`src/common/axil_pkg.sv`:
```
// Single-beat AXI-Lite only; no burst, no byte strobes, no prot, slave answers OKAY only
`default_nettype none

package axil_pkg;

  localparam int axil_addr_w = 32;
  localparam int axil_data_w = 32;

  // ------------------------------
  // Response code and write FSM
  // ------------------------------
  typedef enum logic [1:0] {
    resp_okay   = 2'b00,
    resp_slverr = 2'b10
  } axil_resp_e;

  typedef enum logic [1:0] {
    wr_idle,
    wr_data,
    wr_resp
  } wr_state_e;

  // ------------------------------
  // Channel bundles
  // ------------------------------
  // Master to slave, 101 bits
  typedef struct packed {
    logic                   awvalid;
    logic [axil_addr_w-1:0] awaddr;
    logic                   wvalid;
    logic [axil_data_w-1:0] wdata;
    logic                   bready;
    logic                   arvalid;
    logic [axil_addr_w-1:0] araddr;
    logic                   rready;
  } axil_req_t;

  // Slave to master, 41 bits
  typedef struct packed {
    logic                   awready;
    logic                   wready;
    logic                   bvalid;
    axil_resp_e             bresp;
    logic                   arready;
    logic                   rvalid;
    logic [axil_data_w-1:0] rdata;
    axil_resp_e             rresp;
  } axil_rsp_t;

endpackage

`default_nettype wire

```
`src/common/regmap_pkg.sv`:
```
// Register map uses full 32-bit word addresses; compile after axil_pkg, counter fields are fixed widths
`default_nettype none

package regmap_pkg;

  // ------------------------------
  // Register addresses
  // ------------------------------
  localparam logic [axil_pkg::axil_addr_w-1:0] addr_hello      = 32'h0000_0500;
  localparam logic [axil_pkg::axil_addr_w-1:0] addr_vled       = 32'h0000_0504;
  localparam logic [axil_pkg::axil_addr_w-1:0] addr_cnt_ctrl   = 32'h0000_0510;
  localparam logic [axil_pkg::axil_addr_w-1:0] addr_cnt_tick   = 32'h0000_0514;
  localparam logic [axil_pkg::axil_addr_w-1:0] addr_cnt_load   = 32'h0000_0518;
  localparam logic [axil_pkg::axil_addr_w-1:0] addr_cnt_mark   = 32'h0000_051C;
  localparam logic [axil_pkg::axil_addr_w-1:0] addr_cnt_status = 32'h0000_0520;

  // Returned for any address not in the map
  localparam logic [axil_pkg::axil_data_w-1:0] unimpl_value = 32'hDEAD_DEAD;

  // Bit positions in the cnt_ctrl word
  localparam int ctrl_enable_bit  = 0;
  localparam int ctrl_oneshot_bit = 1;
  localparam int ctrl_load_bit    = 2;
  localparam int ctrl_clear_bit   = 3;

  // Counter setup field widths
  localparam int tick_w      = 8;
  localparam int cnt_field_w = 16;

  // ------------------------------
  // Register-side requests
  // ------------------------------
  typedef struct packed {
    logic                            valid;
    logic [axil_pkg::axil_addr_w-1:0] addr;
    logic [axil_pkg::axil_data_w-1:0] data;
  } reg_wr_t;

  typedef struct packed {
    logic                            valid;
    logic [axil_pkg::axil_addr_w-1:0] addr;
  } reg_rd_t;

  // ------------------------------
  // Counter configuration
  // ------------------------------
  typedef enum logic [1:0] {
    cnt_hold,
    cnt_clear,
    cnt_load,
    cnt_run
  } cnt_op_e;

  typedef struct packed {
    cnt_op_e                op;
    logic                   oneshot;
    logic [tick_w-1:0]      tick_value;
    logic [cnt_field_w-1:0] load_value;
    logic [cnt_field_w-1:0] mark_value;
  } cnt_cfg_t;

endpackage

`default_nettype wire

```
`src/ocl_slave/ocl_slave.sv`:
```
// One outstanding write and one outstanding read; aw must come before w, every write is a full word
`default_nettype none
`timescale 1ns/1ps

module ocl_slave (
  input  wire logic                             clk_main_a0,
  input  wire logic                             rst_main_n_sync,
  input  wire axil_pkg::axil_req_t              req,
  output axil_pkg::axil_rsp_t                   rsp,
  output regmap_pkg::reg_wr_t                   wr,
  output regmap_pkg::reg_rd_t                   rd,
  input  wire logic [axil_pkg::axil_data_w-1:0] rd_data
);

  axil_pkg::wr_state_e                  state_q;
  logic [axil_pkg::axil_addr_w-1:0]     wr_addr_q;
  logic                                 aw_fire;
  logic                                 w_fire;

  regmap_pkg::reg_rd_t                  rd_q;
  logic                                 arready_q;
  logic                                 rvalid_q;
  logic [axil_pkg::axil_data_w-1:0]     rdata_q;
  logic                                 ar_fire;

  // ------------------------------
  // Write side
  // ------------------------------
  assign aw_fire = req.awvalid && (state_q == axil_pkg::wr_idle);
  assign w_fire  = req.wvalid && (state_q == axil_pkg::wr_data);

  always_ff @(posedge clk_main_a0) begin
    if (!rst_main_n_sync) begin
      state_q   <= axil_pkg::wr_idle;
      wr_addr_q <= '0;
    end else begin
      case (state_q)
        axil_pkg::wr_idle: begin
          if (aw_fire) begin
            wr_addr_q <= req.awaddr;
            state_q   <= axil_pkg::wr_data;
          end
        end
        axil_pkg::wr_data: begin
          if (w_fire) begin
            state_q <= axil_pkg::wr_resp;
          end
        end
        axil_pkg::wr_resp: begin
          // Response held until the master takes it
          if (req.bready) begin
            state_q <= axil_pkg::wr_idle;
          end
        end
        default: state_q <= axil_pkg::wr_idle;
      endcase
    end
  end

  // Register write happens in the w transfer cycle
  always_comb begin
    wr.valid = w_fire;
    wr.addr  = wr_addr_q;
    wr.data  = req.wdata;
  end

  // ------------------------------
  // Read side
  // ------------------------------
  assign ar_fire = req.arvalid && arready_q;

  always_ff @(posedge clk_main_a0) begin
    if (!rst_main_n_sync) begin
      rd_q      <= '0;
      arready_q <= 1'b0;
      rvalid_q  <= 1'b0;
      rdata_q   <= '0;
    end else begin
      rd_q.valid <= ar_fire;
      if (ar_fire) begin
        rd_q.addr <= req.araddr;
      end
      // Reopen only once the previous response has been taken
      arready_q <= !ar_fire && (rvalid_q ? req.rready : !rd_q.valid);
      if (rd_q.valid) begin
        rvalid_q <= 1'b1;
        rdata_q  <= rd_data;
      end else if (rvalid_q && req.rready) begin
        rvalid_q <= 1'b0;
      end
    end
  end

  assign rd = rd_q;

  // ------------------------------
  // Response bundle
  // ------------------------------
  always_comb begin
    rsp.awready = (state_q == axil_pkg::wr_idle);
    rsp.wready  = w_fire;
    rsp.bvalid  = (state_q == axil_pkg::wr_resp);
    rsp.bresp   = axil_pkg::resp_okay;
    rsp.arready = arready_q;
    rsp.rvalid  = rvalid_q;
    rsp.rdata   = rdata_q;
    rsp.rresp   = axil_pkg::resp_okay;
  end

endmodule

`default_nettype wire

```
`src/verilog/reg_file.sv`:
```
// Full-word writes only; load and clear bits self-clear and read as zero, cnt_w must stay below 32
`default_nettype none
`timescale 1ns/1ps

module reg_file #(
  parameter int led_w = 16,
  parameter int cnt_w = 16
) (
  input  wire logic                                 clk_main_a0,
  input  wire logic                                 rst_main_n_sync,
  input  wire regmap_pkg::reg_wr_t                  wr,
  input  wire regmap_pkg::reg_rd_t                  rd,
  output logic [axil_pkg::axil_data_w-1:0]          rd_data,
  output regmap_pkg::cnt_cfg_t                      cfg,
  input  wire logic [cnt_w-1:0]                     count,
  input  wire logic                                 at_mark,
  output logic [led_w-1:0]                          led_shadow
);

  logic [axil_pkg::axil_data_w-1:0]    hello_q;
  logic [axil_pkg::axil_data_w-1:0]    hello_swapped;
  logic                                enable_q;
  logic                                oneshot_q;
  logic                                load_pulse_q;
  logic                                clear_pulse_q;
  logic [regmap_pkg::tick_w-1:0]       tick_q;
  logic [regmap_pkg::cnt_field_w-1:0]  load_q;
  logic [regmap_pkg::cnt_field_w-1:0]  mark_q;
  logic [led_w-1:0]                    led_shadow_q;

  // ------------------------------
  // Register writes
  // ------------------------------
  always_ff @(posedge clk_main_a0) begin
    if (!rst_main_n_sync) begin
      hello_q       <= '0;
      enable_q      <= 1'b0;
      oneshot_q     <= 1'b0;
      load_pulse_q  <= 1'b0;
      clear_pulse_q <= 1'b0;
      tick_q        <= '0;
      load_q        <= '0;
      mark_q        <= '0;
      led_shadow_q  <= '0;
    end else begin
      // Op pulses last one cycle unless rewritten
      load_pulse_q  <= 1'b0;
      clear_pulse_q <= 1'b0;
      if (wr.valid) begin
        case (wr.addr)
          regmap_pkg::addr_hello: hello_q <= wr.data;
          regmap_pkg::addr_cnt_ctrl: begin
            enable_q      <= wr.data[regmap_pkg::ctrl_enable_bit];
            oneshot_q     <= wr.data[regmap_pkg::ctrl_oneshot_bit];
            load_pulse_q  <= wr.data[regmap_pkg::ctrl_load_bit];
            clear_pulse_q <= wr.data[regmap_pkg::ctrl_clear_bit];
          end
          regmap_pkg::addr_cnt_tick: tick_q <= wr.data[regmap_pkg::tick_w-1:0];
          regmap_pkg::addr_cnt_load: load_q <= wr.data[regmap_pkg::cnt_field_w-1:0];
          regmap_pkg::addr_cnt_mark: mark_q <= wr.data[regmap_pkg::cnt_field_w-1:0];
          default: ;
        endcase
      end
      // LED shadow trails hello-world by one cycle
      led_shadow_q <= hello_q[led_w-1:0];
    end
  end

  assign led_shadow = led_shadow_q;

  assign hello_swapped = {hello_q[7:0], hello_q[15:8], hello_q[23:16], hello_q[31:24]};

  // ------------------------------
  // Counter setup
  // ------------------------------
  always_comb begin
    if (clear_pulse_q) begin
      cfg.op = regmap_pkg::cnt_clear;
    end else if (load_pulse_q) begin
      cfg.op = regmap_pkg::cnt_load;
    end else if (enable_q) begin
      cfg.op = regmap_pkg::cnt_run;
    end else begin
      cfg.op = regmap_pkg::cnt_hold;
    end
    cfg.oneshot    = oneshot_q;
    cfg.tick_value = tick_q;
    cfg.load_value = load_q;
    cfg.mark_value = mark_q;
  end

  // ------------------------------
  // Read mux
  // ------------------------------
  always_comb begin
    rd_data = '0;
    case (rd.addr)
      regmap_pkg::addr_hello: rd_data = hello_swapped;
      regmap_pkg::addr_vled:  rd_data[led_w-1:0] = led_shadow_q;
      regmap_pkg::addr_cnt_ctrl: begin
        rd_data[regmap_pkg::ctrl_enable_bit]  = enable_q;
        rd_data[regmap_pkg::ctrl_oneshot_bit] = oneshot_q;
      end
      regmap_pkg::addr_cnt_tick:   rd_data[regmap_pkg::tick_w-1:0] = tick_q;
      regmap_pkg::addr_cnt_load:   rd_data[regmap_pkg::cnt_field_w-1:0] = load_q;
      regmap_pkg::addr_cnt_mark:   rd_data[regmap_pkg::cnt_field_w-1:0] = mark_q;
      // Flag sits just above the count
      regmap_pkg::addr_cnt_status: rd_data[cnt_w:0] = {at_mark, count};
      default: rd_data = regmap_pkg::unimpl_value;
    endcase
  end

endmodule

`default_nettype wire

```
`src/verilog/vled_out.sv`:
```
// vdip is treated as asynchronous, bits are synchronized independently; sync_stages must be at least 1
`default_nettype none
`timescale 1ns/1ps

module vled_out #(
  parameter int led_w       = 16,
  parameter int sync_stages = 2
) (
  input  wire logic             clk_main_a0,
  input  wire logic             rst_main_n_sync,
  input  wire logic [led_w-1:0] vdip,
  input  wire logic [led_w-1:0] led_shadow,
  output logic      [led_w-1:0] vled
);

  logic [sync_stages-1:0][led_w-1:0] sync_q;
  logic [led_w-1:0]                  vled_q;

  // ------------------------------
  // DIP synchronizer and LED mask
  // ------------------------------
  always_ff @(posedge clk_main_a0) begin
    if (!rst_main_n_sync) begin
      sync_q <= '0;
      vled_q <= '0;
    end else begin
      sync_q[0] <= vdip;
      for (int i = 1; i < sync_stages; i++) begin
        sync_q[i] <= sync_q[i-1];
      end
      // Switch off any LED whose DIP is low
      vled_q <= sync_q[sync_stages-1] & led_shadow;
    end
  end

  assign vled = vled_q;

endmodule

`default_nettype wire

```
`src/tick_counter/tick_counter.sv`:
```
// Count rises once per tick_value+1 run cycles; oneshot saturates at all ones; cnt_w at most 16
`default_nettype none
`timescale 1ns/1ps

module tick_counter #(
  parameter int cnt_w = 16
) (
  input  wire logic                 clk_main_a0,
  input  wire logic                 rst_main_n_sync,
  input  wire regmap_pkg::cnt_cfg_t cfg,
  output logic [cnt_w-1:0]          count,
  output logic                      at_mark
);

  logic [regmap_pkg::tick_w-1:0] presc_q;
  logic [cnt_w-1:0]              count_q;
  logic                          at_mark_q;
  logic                          tick;
  logic                          at_max;

  // Prescaler wraps when it reaches the tick value
  assign tick   = (presc_q >= cfg.tick_value);
  assign at_max = (count_q == {cnt_w{1'b1}});

  // ------------------------------
  // Prescaler and main count
  // ------------------------------
  always_ff @(posedge clk_main_a0) begin
    if (!rst_main_n_sync) begin
      presc_q <= '0;
      count_q <= '0;
    end else begin
      case (cfg.op)
        regmap_pkg::cnt_clear: begin
          presc_q <= '0;
          count_q <= '0;
        end
        regmap_pkg::cnt_load: begin
          count_q <= cnt_w'(cfg.load_value);
        end
        regmap_pkg::cnt_run: begin
          if (tick) begin
            presc_q <= '0;
            // One-shot holds at the top instead of wrapping
            if (!(cfg.oneshot && at_max)) begin
              count_q <= count_q + 1'b1;
            end
          end else begin
            presc_q <= presc_q + 1'b1;
          end
        end
        default: ;
      endcase
    end
  end

  // ------------------------------
  // Watermark flag
  // ------------------------------
  always_ff @(posedge clk_main_a0) begin
    if (!rst_main_n_sync) begin
      at_mark_q <= 1'b0;
    end else begin
      at_mark_q <= (count_q >= cnt_w'(cfg.mark_value));
    end
  end

  assign count   = count_q;
  assign at_mark = at_mark_q;

endmodule

`default_nettype wire

```
`src/verilog/cl_hello_top.sv`:
```
// Reset must arrive already synchronized to clk_main_a0; vdip may be asynchronous
`default_nettype none
`timescale 1ns/1ps

module cl_hello_top #(
  parameter int led_w       = 16,
  parameter int sync_stages = 2,
  parameter int cnt_w       = 16
) (
  input  wire logic                clk_main_a0,
  input  wire logic                rst_main_n_sync,
  input  wire axil_pkg::axil_req_t ocl_req,
  output axil_pkg::axil_rsp_t      ocl_rsp,
  input  wire logic [led_w-1:0]    vdip,
  output logic      [led_w-1:0]    vled
);

  regmap_pkg::reg_wr_t              wr;
  regmap_pkg::reg_rd_t              rd;
  logic [axil_pkg::axil_data_w-1:0] rd_data;
  regmap_pkg::cnt_cfg_t             cfg;
  logic [cnt_w-1:0]                 count;
  logic                             at_mark;
  logic [led_w-1:0]                 led_shadow;

  // ------------------------------
  // Bus slave and registers
  // ------------------------------
  ocl_slave ocl_slave_i (
    .clk_main_a0     (clk_main_a0),
    .rst_main_n_sync (rst_main_n_sync),
    .req             (ocl_req),
    .rsp             (ocl_rsp),
    .wr              (wr),
    .rd              (rd),
    .rd_data         (rd_data)
  );

  reg_file #(
    .led_w (led_w),
    .cnt_w (cnt_w)
  ) reg_file_i (
    .clk_main_a0     (clk_main_a0),
    .rst_main_n_sync (rst_main_n_sync),
    .wr              (wr),
    .rd              (rd),
    .rd_data         (rd_data),
    .cfg             (cfg),
    .count           (count),
    .at_mark         (at_mark),
    .led_shadow      (led_shadow)
  );

  // ------------------------------
  // Counter and LED stage
  // ------------------------------
  tick_counter #(
    .cnt_w (cnt_w)
  ) tick_counter_i (
    .clk_main_a0     (clk_main_a0),
    .rst_main_n_sync (rst_main_n_sync),
    .cfg             (cfg),
    .count           (count),
    .at_mark         (at_mark)
  );

  vled_out #(
    .led_w       (led_w),
    .sync_stages (sync_stages)
  ) vled_out_i (
    .clk_main_a0     (clk_main_a0),
    .rst_main_n_sync (rst_main_n_sync),
    .vdip            (vdip),
    .led_shadow      (led_shadow),
    .vled            (vled)
  );

endmodule

`default_nettype wire

```
`config.mk`:
```
export PLATFORM = sky130hd
export DESIGN_NAME = cl_hello_top
export DESIGN_NICKNAME = d
export VERILOG_FILES = /design/src/common/axil_pkg.sv /design/src/common/regmap_pkg.sv /design/src/ocl_slave/ocl_slave.sv /design/src/verilog/reg_file.sv /design/src/verilog/vled_out.sv /design/src/tick_counter/tick_counter.sv /design/src/verilog/cl_hello_top.sv
export SDC_FILE = /design/constraint.sdc
export NUM_CORES = 1
export LEC_CHECK = 0
export ABC_AREA = 1
export BUFFER_PORTS_ARGS = -buffer_cell sky130_fd_sc_hd__buf_4
export CORE_ASPECT_RATIO = 0.5
export CORE_UTILIZATION = 39
export DETAILED_ROUTE_END_ITERATION = 16
export PLACE_DENSITY_LB_ADDON = 0.08
export SLEW_MARGIN = 30
export SYNTH_ARGS = -nofsm -noshare
export SYNTH_HDL_FRONTEND = slang
export SYNTH_HIERARCHICAL = 1
export SYNTH_SLANG_ARGS = --single-unit
```
`constraint.sdc`:
```
create_clock -name clk_main_a0 -period 1.7 [get_ports clk_main_a0]
set_clock_uncertainty 0.05 [all_clocks]
set_input_delay 0.34 -clock clk_main_a0 [delete_from_list [all_inputs] [get_ports clk_main_a0]]
set_output_delay 0.34 -clock clk_main_a0 [all_outputs]
set_load 0.005 [all_outputs]
```
==> results of run 1 <==
## worst max-delay path, cell delays in order, from the launching register on
cell and delay [ns]:
dfxtp_1 0.32, nor2_2 0.14, nand2_2 0.09, inv_1 0.07, nand2_2 0.06, nor2_4 0.10, buf_12 0.14, nand2_2 0.07
nand2_1 0.08, nor2_2 0.05, nand2_4 0.13, clkbuf_16 0.15, nand2_1 0.05, nor2_1 0.12, nor2_1 0.06
## cells by family after synthesis
family          count (synthesis)
flops                         266
other cells                     1
buf+inv                       352
fa+ha+maj                      26
compound gates                228
xor+xnor                        1
simple gates                 1029
## metrics by stage
| stage | total power, mW | std cells | setup WS [ns] |
|---|---|---|---|
| 5_1_grt | 15.1 | 2673 | -0.192 |
| 2_1_floorplan | 7.49 | 1906 | 0.00669 |
| 3_5_place_dp | 8.05 | 2508 | -0.241 |
| 4_1_cts | 14.4 | 2647 | -0.113 |
| 3_3_place_gp | 8.05 | 2508 | -0.252 |
| 6_report | 14.5 | 2673 | -0.0928 |
## state kept, by name (all words and copies together), names as in the netlist, 2 cells and up
signal	flops
ocl_slave_i/rd	33
ocl_slave_i/rdata_q	32
ocl_slave_i/state_q	2
ocl_slave_i/wr_addr_q	32
reg_file_i/hello_q	32
reg_file_i/led_shadow	16
reg_file_i/load_q	16
reg_file_i/mark_q	16
reg_file_i/tick_q	8
tick_counter_i/count	16
tick_counter_i/presc_q	8
vled_out_i/sync_q	32
vled_out_i/vled	16
## cell type report
class	count	area [µm²]	area share [%]
flip-flops and latches	266	5370	29.0
inverters	217	833	4.50
clock inverters	13	175	0.946
well taps	432	541	2.92
multi-input cells	1291	6850	37.0
repair buffers	419	4010	21.6
clock buffers	35	734	3.97
## routing by layer
layer	wire length, µm	up-vias	track usage (%)
met5	0	-	0
met4	1030	0	5.05
met3	3460	74	5.61
met2	20100	413	38.9
met1	20900	5983	35.1
li1	-	6551	-
## how the worst min path moves through the flow
| stage | cells past startpoint | endpoint | from | slack, ns |
|---|---|---|---|---|
| after global placement | 2 | vled_out_i/sync_q[31] | vled_out_i/sync_q[15] | 0.34 |
| after floorplan | 2 | vled_out_i/sync_q[16] | vled_out_i/sync_q[0] | 0.34 |
| after detailed placement | 2 | vled_out_i/sync_q[22] | vled_out_i/sync_q[6] | 0.34 |
| after global routing | 3 | reg_file_i/hello_q[5] | ocl_req[40] | 0.01 |
| after CTS | 3 | reg_file_i/hello_q[10] | ocl_req[45] | 0.003 |
| final | 3 | reg_file_i/hello_q[14] | ocl_req[49] | 0.007 |
## where the power goes
| part | internal [mW] | switching, mW |
|---|---|---|
| combinational | 0.815 | 0.943 |
| clock | 3.52 | 2.67 |
| sequential | 6.43 | 0.117 |
## repair_timing
item / in CTS / in global routing
setup buffers: 15 / 13
hold buffers: 71 / 1
pin swaps: 26 / 112
cloned: 5 / 15
gates resized for setup: 81 / 254
hold endpoints to repair: 71 / 1
setup endpoints to repair: 86 / 132
## layout by cell type, fill, tap and decap left out, types with 44 or more instances in the layout
| cell type | Yosys | layout |
|---|---|---|
| nand2_1 | 467 | 422 |
| buf_4 | 53 | 269 |
| nor2_1 | 304 | 262 |
| dfxtp_1 | 266 | 232 |
| inv_1 | 203 | 189 |
| nand3_1 | 202 | 151 |
| a21oi_1 | 135 | 123 |
| dlygate4sd3_1 | 0 | 72 |
| o21ai_0 | 56 | 53 |
| nand3_2 | 6 | 51 |
| nand2_2 | 6 | 44 |
==> run summary, run 1 <==
CP Launch Type -> register
# rows -> 46
Post-synth top cells -> 467 x nand2_1, 304 x nor2_1, 266 x dfxtp_1
largest family of logic cells by synthesized area -> simple AND/OR/NAND/NOR gates
Final Net Count -> 2366
post-synth top area cell -> dfxtp_1
final worst slack -> -0.0928 ns
flop2flop setup slack -> -0.09 ns
clk buf depth -> 3
largest net degree at the start of global routing -> 66
initial antenna violation count -> 0
# H-tree levels -> 1
port bufs -> 171
synthesized area -> 12900 µm²
Die Height -> 131 µm
Final Hold Violating Endpoints -> 0
initial drt markers -> 1162
Adder-Cell Fraction of Synth Area -> 2.52%
Syn-to-layout area delta -> 43.5%
mux contribution to synthesized area -> 0%
first-pass GRT wire length -> 65600 µm
slew at the pin closest to its max-slew limit -> 0.696 ns
CTS tree -> built
detailed placement HPWL -> 30100 µm
Setup crit start -> ocl_slave_i/rd[31]
Pre-antenna DRT Iters -> 5
category of the most critical setup path -> register to register
DP Area -> 15100 µm²
static leakage -> 8.52 nW
setup TNS -> -2.66 ns
Final Wtd Congestion -> 0.914
Max-slew headroom -> 53.5%
Yosys warnings -> 6
RSZ-0062 raised after global routing -> yes
most used flip-flop cell after synthesis -> dfxtp_1
CP Capture Type -> register
pwr/cell area -> 783 nW/µm²
Worst Reg2Reg Path Length in Cells -> 14
R2R Path End -> ocl_slave_i/rdata_q[11]
Synth area leaders -> dfxtp_1 41%, nand2_1 14%, nor2_1 8.8%
fin crit period -> 1.79 ns
Final Slew Violations -> 0
Finished Cell Area -> 18500 µm²
Root Buffer Master -> clkbuf_16
Worst Path Max Fanout -> 7
# fillers -> 3065
Worst EP arrival -> 2.21 ns
xor-xnor portion of the synthesized cell area -> 0.0679%
Post-Synth Simple-Gate Area -> 34.0%
Syn Inst Count -> 1903
ys async rst share -> 0%
period utilization -> 105%
worst hold path class -> input pin to register
outcome -> finished with violations
DRC violations left -> 0
chip width -> 259 µm
top-count cell post-synth -> nand2_1
Seq/Total Area, Yosys -> 41.3%
WP data required -> 2.11 ns
Reg-to-Reg Start -> ocl_slave_i/rd[31]
clk_lat worst skew -> 0.57 ns
die area -> 33900 µm²
fin util -> 57.6%
vias post-DR -> 13021
clock sink count -> 266
Syn Area/Cell -> 6.78 µm²
Worst Setup EP -> ocl_slave_i/rdata_q[11]
vias in the first global route -> 11735
# IOs -> 176
EDFF count, synth -> 0
worst vdd ir -> 0.610 mV
post-synth cell types -> 41
Routed WL -> 45500 µm
top cell type's share of synthesized area -> 41.3%
WL/cell -> 17.0 µm
Via-to-Cell Ratio -> 4.87
Synth Area in Compound Gates -> 8.95%
Antenna Cells -> 0
Initial Util -> 40.2%
CORE AREA -> 32100 µm²
FMAX -> 0.558 GHz
failing checks -> setup timing
Final setup viols -> 67
max_cap viols -> 0
CTS clock-pin slew for the worst setup and hold paths -> 0.08 ns
final hold slack -> 0.00652 ns
grt total ovfl -> 0
layout cell share with drive strength beyond 1 -> 30.6%
ANT nets after route -> 0
GRT Overall Usage -> 24.9%
register bit total from synthesis -> 266
Num CTS Buffers -> 26
Note: power is estimated with default switching activity, not from simulation.
==> run 2: changes to the inputs <==
--- a/config.mk
+++ b/config.mk
@@ -11,6 +11,7 @@
 export CORE_UTILIZATION = 39
 export DETAILED_ROUTE_END_ITERATION = 16
 export PLACE_DENSITY_LB_ADDON = 0.08
+export RECOVER_POWER = 100
 export SLEW_MARGIN = 30
 export SYNTH_ARGS = -nofsm -noshare
 export SYNTH_HDL_FRONTEND = slang
==> run 2 against run 1 <==
Compared with the run above: the run still ends with setup timing left; design area fell by 0.81%; via count up 0.43%; die area did not move; register-to-register slack barely moved; first-iteration DRC count rose by 5.7%; flip-flop and latch count is the same.
==> run summary, run 2 (synthesis gave the netlist of run 1 again) <==
Seq pwr share -> 45.3%
initial antenna violation count -> 0
Final Hold Violating Endpoints -> 0
CP dominant cell by count -> nand2_2
WL/cell -> 17.0 µm
routing usage on met2 -> 38.9%
grt total ovfl -> 0
most common cell after layout, fill and taps aside -> nand2_1
M1 GR Usage -> 35.1%
RSZ-0062 raised after global routing -> yes
kind of cell adding the most delay to the critical path -> simple AND/OR/NAND/NOR gates
non-filler instance count after layout -> 2673
CP Launch Type -> register
WP data required -> 2.11 ns
Worst Reg2Reg Path Length in Cells -> 14
Final setup viols -> 92
worst hold path depth -> 3
GR peak layer -> met2
CP Capture Type -> register
FMAX -> 0.558 GHz
Die Height -> 131 µm
Via-to-Cell Ratio -> 4.89
# rows -> 46
Clock power frac -> 42.8%
category of the most critical setup path -> register to register
DRC violations left -> 0
final worst slack -> -0.0935 ns
outcome -> finished with violations
# fillers -> 3086
final hold slack -> 0.00760 ns
Final Wtd Congestion -> 0.914
fin util -> 57.2%
Antenna Cells -> 0
first-pass GRT wire length -> 65600 µm
max reg flops -> 33
Max stage delay on crit path -> 0.32 ns
# IOs -> 176
Num CTS Buffers -> 26
detailed placement HPWL -> 30100 µm
Max-slew headroom -> 25.9%
critical path, cell by cell -> nor2_2 > nand2_2 > inv_1 > nand2_2 > nor2_4 > buf_12 > nand2_2 > nand2_1 > nor2_2 > nand2_4 > clkbuf_16 > nand2_1 > nor2_1 > nor2_1
Worst EP arrival -> 2.20 ns
static leakage -> 8.41 nW
Syn-to-layout area delta -> 42.3%
setup TNS -> -3.42 ns
CTS clock-pin slew for the worst setup and hold paths -> 0.07 ns
vias post-DR -> 13077
Worst Path Max Fanout -> 7
chip width -> 259 µm
most frequent cells in the layout -> 422 x nand2_1, 263 x nor2_1, 234 x dfxtp_1
Logic pwr share -> 11.9%
clock sink count -> 266
Worst path depth -> 14
total internal power -> 10.7 mW
layout cell share with drive strength beyond 1 -> 29.7%
# H-tree levels -> 1
port bufs -> 171
pwr/cell area -> 786 nW/µm²
failing checks -> setup timing
CORE AREA -> 32100 µm²
worst vdd ir -> 0.610 mV
largest net degree at the start of global routing -> 66
sw frac -> 25.7%
Initial Util -> 40.2%
period utilization -> 106%
vias in the first global route -> 11735
slowest CP cell -> dfxtp_1
Final Slew Violations -> 0
clk_lat worst skew -> 0.57 ns
worst hold path class -> input pin to register
worst path bufs/invs -> 3
slew at the pin closest to its max-slew limit -> 1.11 ns
initial drt markers -> 1228
GRT Overall Usage -> 24.9%
Routed WL -> 45400 µm
ANT nets after route -> 0
die area -> 33900 µm²
Final Net Count -> 2366
Total Power -> 14.4 mW
GR Util met3 -> 5.61%
net switching power -> 3.71 mW
max_cap viols -> 0
clk buf depth -> 3
Post-Place Cells -> 2508
Pre-antenna DRT Iters -> 5
Root Buffer Master -> clkbuf_16
CTS tree -> built
fin crit period -> 1.79 ns
[run 2: cell types whose count changed in the layout (fill, tap and decap cells not counted), sizes merged]
| cell | previous run | this run |
|---|---|---|
| clkbuf | 47 | 106 |
| buf | 335 | 276 |
[run 2: routing by layer]
metal  part of all wire, %  vias up
li1                      -     6554
met1                    46     6040
met2                    44      411
met3                   7.9       72
met4                   2.2        0
met5                     0        -
[run 2: worst paths after layout]
path / startpoint / end / slack, ns
max: ocl_slave_i/rd[31] / ocl_slave_i/rdata_q[11] / -0.09
min: ocl_req[49] / reg_file_i/hello_q[14] / 0.008
max reg2reg: ocl_slave_i/rd[31] / ocl_slave_i/rdata_q[11] / -0.09
min reg2reg: vled_out_i/sync_q[1] / vled_out_i/sync_q[17] / 0.36
[run 2: repair_timing]
item	CTS	global route
pin swaps	26	112
cloned	5	15
setup buffers	15	13
endpoints found under the hold margin	71	1
gates resized for setup	81	254
setup endpoints to repair	86	132
hold buffers	71	1
[run 2: worst register-to-register path, stage by stage (launching register included)]
cell       delay [ns]
dfxtp_1          0.32
nor2_2           0.14
nand2_2          0.09
inv_1            0.07
nand2_2          0.06
nor2_4           0.10
buf_12           0.15
nand2_2          0.08
nand2_1          0.08
nor2_2           0.05
nand2_4          0.13
clkbuf_16        0.16
nand2_1          0.05
nor2_1           0.12
nor2_1           0.06
[run 2: area by class of cell]
cell class / instances / area (µm²) / area share (%)
Timing Repair Buffer: 419 / 3880 / 21.1
Clock inverter: 13 / 175 / 0.954
Clock buffer: 35 / 734 / 4.00
Multi-Input combinational cell: 1291 / 6830 / 37.2
Sequential cell: 266 / 5370 / 29.2
Inverter: 217 / 831 / 4.52
Tap cell: 432 / 541 / 2.94
[run 2: stage by stage]
step                cell area (µm²)  setup slack [ns]
floorplan                     12900           0.00669
global placement              15100            -0.252
detailed placement            15100            -0.241
CTS                           17200            -0.113
global route                  18400            -0.192
finish                        18400           -0.0935
[run 2: power by group through the flow]
stage / sequential, mW / clock [mW] / combinational [mW]
2_1_floorplan: 6.64 / 0 / 0.850
3_3_place_gp: 6.67 / 0 / 1.38
3_5_place_dp: 6.67 / 0 / 1.38
4_1_cts: 6.53 / 6.29 / 1.62
5_1_grt: 6.56 / 6.58 / 1.88
6_report: 6.54 / 6.18 / 1.72
==> run 3: changes to the inputs <==
--- a/config.mk
+++ b/config.mk
@@ -7,8 +7,10 @@
 export LEC_CHECK = 0
 export ABC_AREA = 1
 export BUFFER_PORTS_ARGS = -buffer_cell sky130_fd_sc_hd__buf_4
+export CELL_PAD_IN_SITES_DETAIL_PLACEMENT = 0
+export CELL_PAD_IN_SITES_GLOBAL_PLACEMENT = 2
 export CORE_ASPECT_RATIO = 0.5
-export CORE_UTILIZATION = 39
+export CORE_UTILIZATION = 29
 export DETAILED_ROUTE_END_ITERATION = 16
 export PLACE_DENSITY_LB_ADDON = 0.08
 export RECOVER_POWER = 100
==> constraint.sdc (replaced) <==
create_clock -name clk_main_a0 -period 1.65 [get_ports clk_main_a0]
set_clock_uncertainty 0.05 [all_clocks]
set_input_delay 0.33 -clock clk_main_a0 [delete_from_list [all_inputs] [get_ports clk_main_a0]]
set_output_delay 0.33 -clock clk_main_a0 [all_outputs]
set_load 0.005 [all_outputs]
==> run 3 against run 2 <==
Compared with the run above: the run still ends with setup timing left; largest power group is now the clock network; final cell count increased by 7.6%; sequential share of layout area decreased by 1.6 points; clock power increased by 9.9%; die area increased by 34%; via count about the same; design area increased by 6.4%; flip-flop and latch count unchanged.
==> run summary, run 3 (synthesis gave the netlist of run 1 again) <==
Root Buffer Master -> clkbuf_16
grt total ovfl -> 0
Pre-antenna DRT Iters -> 5
most common cell after layout, fill and taps aside -> nand2_1
Max-slew headroom -> 14.3%
Final Wtd Congestion -> 0.821
sw frac -> 25.8%
Worst Path Max Fanout -> 8
# IOs -> 176
Worst EP arrival -> 2.29 ns
FMAX -> 0.541 GHz
period utilization -> 112%
WP data required -> 2.09 ns
Initial Util -> 29.5%
Num CTS Buffers -> 27
CORE AREA -> 43700 µm²
Max stage delay on crit path -> 0.32 ns
RSZ-0062 raised after global routing -> yes
GRT Overall Usage -> 21.3%
Place WS -> -0.353 ns
layout cell share with drive strength beyond 1 -> 34.1%
Final Hold Violating Endpoints -> 0
die area -> 45400 µm²
DRC violations left -> 0
WL/cell -> 17.4 µm
most frequent cells in the layout -> 402 x nand2_1, 247 x nor2_1, 238 x buf_4
initial drt markers -> 822
Finished Cell Area -> 19500 µm²
final worst slack -> -0.198 ns
worst vdd ir -> 0.999 mV
max_cap viols -> 0
Final Slew Violations -> 0
# H-tree levels -> 1
slowest CP cell -> dfxtp_2
Final setup viols -> 141
CP Capture Type -> register
DP Area -> 15500 µm²
initial antenna violation count -> 0
Antenna Cells -> 0
first-pass GRT wire length -> 73700 µm
critical path, cell by cell -> or2_4 > buf_6 > or2_4 > buf_6 > nor2_4 > buf_12 > clkbuf_16 > nand3_1 > nand2_1 > nor2_1
Die Height -> 151 µm
largest net degree at the start of global routing -> 48
Clock power frac -> 43.3%
clk buf depth -> 3
fin crit period -> 1.85 ns
CTS tree -> built
outcome -> finished with violations
detailed placement HPWL -> 34300 µm
Logic pwr share -> 13.8%
CTS clock-pin slew for the worst setup and hold paths -> 0.07 ns
ANT nets after route -> 0
net switching power -> 4.05 mW
clock sink count -> 266
CP Launch Type -> register
clk_lat worst skew -> 0.59 ns
total internal power -> 11.6 mW
pwr/cell area -> 802 nW/µm²
vias post-DR -> 13088
category of the most critical setup path -> register to register
chip width -> 300 µm
slew at the pin closest to its max-slew limit -> 1.28 ns
port bufs -> 171
# rows -> 54
failing checks -> setup timing
max reg flops -> 33
Final Net Count -> 2411
Seq pwr share -> 42.9%
vias in the first global route -> 12351
Via-to-Cell Ratio -> 4.55
static leakage -> 8.85 nW
# fillers -> 4538
Routed WL -> 50200 µm
Syn-to-layout area delta -> 51.4%
worst hold path class -> input pin to register
run 3: metal layers:
layer / global-route usage, % / vias up / share of wire [%]
met5: 0 / - / 0
met4: 3.60 / 0 / 1.9
met2: 35.2 / 285 / 46
met1: 29.7 / 6083 / 47
met3: 3.21 / 60 / 5.0
li1: - / 6660 / -
run 3: cell type report:
| cell class | count | area (µm²) | share of cell area (%) |
|---|---|---|---|
| timing repair inverter | 1 | 6.26 | 0.0320 |
| clock buffer | 36 | 769 | 3.94 |
| clock inverter | 14 | 188 | 0.961 |
| tap | 588 | 736 | 3.77 |
| timing repair buffer | 462 | 4500 | 23.0 |
| multi-input combinational | 1291 | 7100 | 36.4 |
| inverter | 217 | 842 | 4.31 |
| sequential | 266 | 5400 | 27.6 |
run 3: power groups by stage:
stage	registers, mW	logic [mW]	clock network (mW)
6_report	6.73	2.16	6.79
2_1_floorplan	6.84	0.876	0
5_1_grt	6.75	2.34	7.25
4_1_cts	6.73	1.90	6.98
3_3_place_gp	6.87	1.51	0
3_5_place_dp	6.86	1.51	0
run 3: timing repair:
action	CTS	global route
gates resized for setup	219	220
setup endpoints to repair	121	135
pin swaps	78	94
hold endpoints to repair	76	2
hold buffers	76	2
buffers inserted	32	10
gates cloned	17	9
run 3: critical path: cells and delay by family, from the launching register on:
family | cells | cell delay [ns]
buffers and inverters | 4 | 0.55
DFF | 1 | 0.32
and+or+nand+nor | 6 | 0.85
run 3: metrics by stage:
stage | instances | hold slack (ns) | power, mW | setup TNS [ns] | util [%]
finish | 2875 | 0.00476 | 15.7 | -12.11 | 44.7
CTS | 2858 | 0.000150 | 15.6 | -7.19 | 42.6
floorplan | 1906 | 0.340 | 7.72 | 0 | -
global placement | 2684 | 0.343 | 8.38 | -15.84 | 35.4
detailed placement | 2684 | 0.345 | 8.38 | -16.85 | 35.4
global route | 2875 | 0.00115 | 16.3 | -29.86 | 44.7
run 3: path summary, 6_finish.rpt:
kind	startpoint	end	slack, ns	cells after the start
min	ocl_req[34]	ocl_slave_i/state_q[1]	0.005	4
min reg2reg	vled_out_i/sync_q[28]	vled_out_i/vled[12]	0.36	2
max reg2reg	ocl_slave_i/wr_addr_q[7]	reg_file_i/mark_q[6]	-0.20	10
max	ocl_slave_i/wr_addr_q[7]	reg_file_i/mark_q[6]	-0.20	10
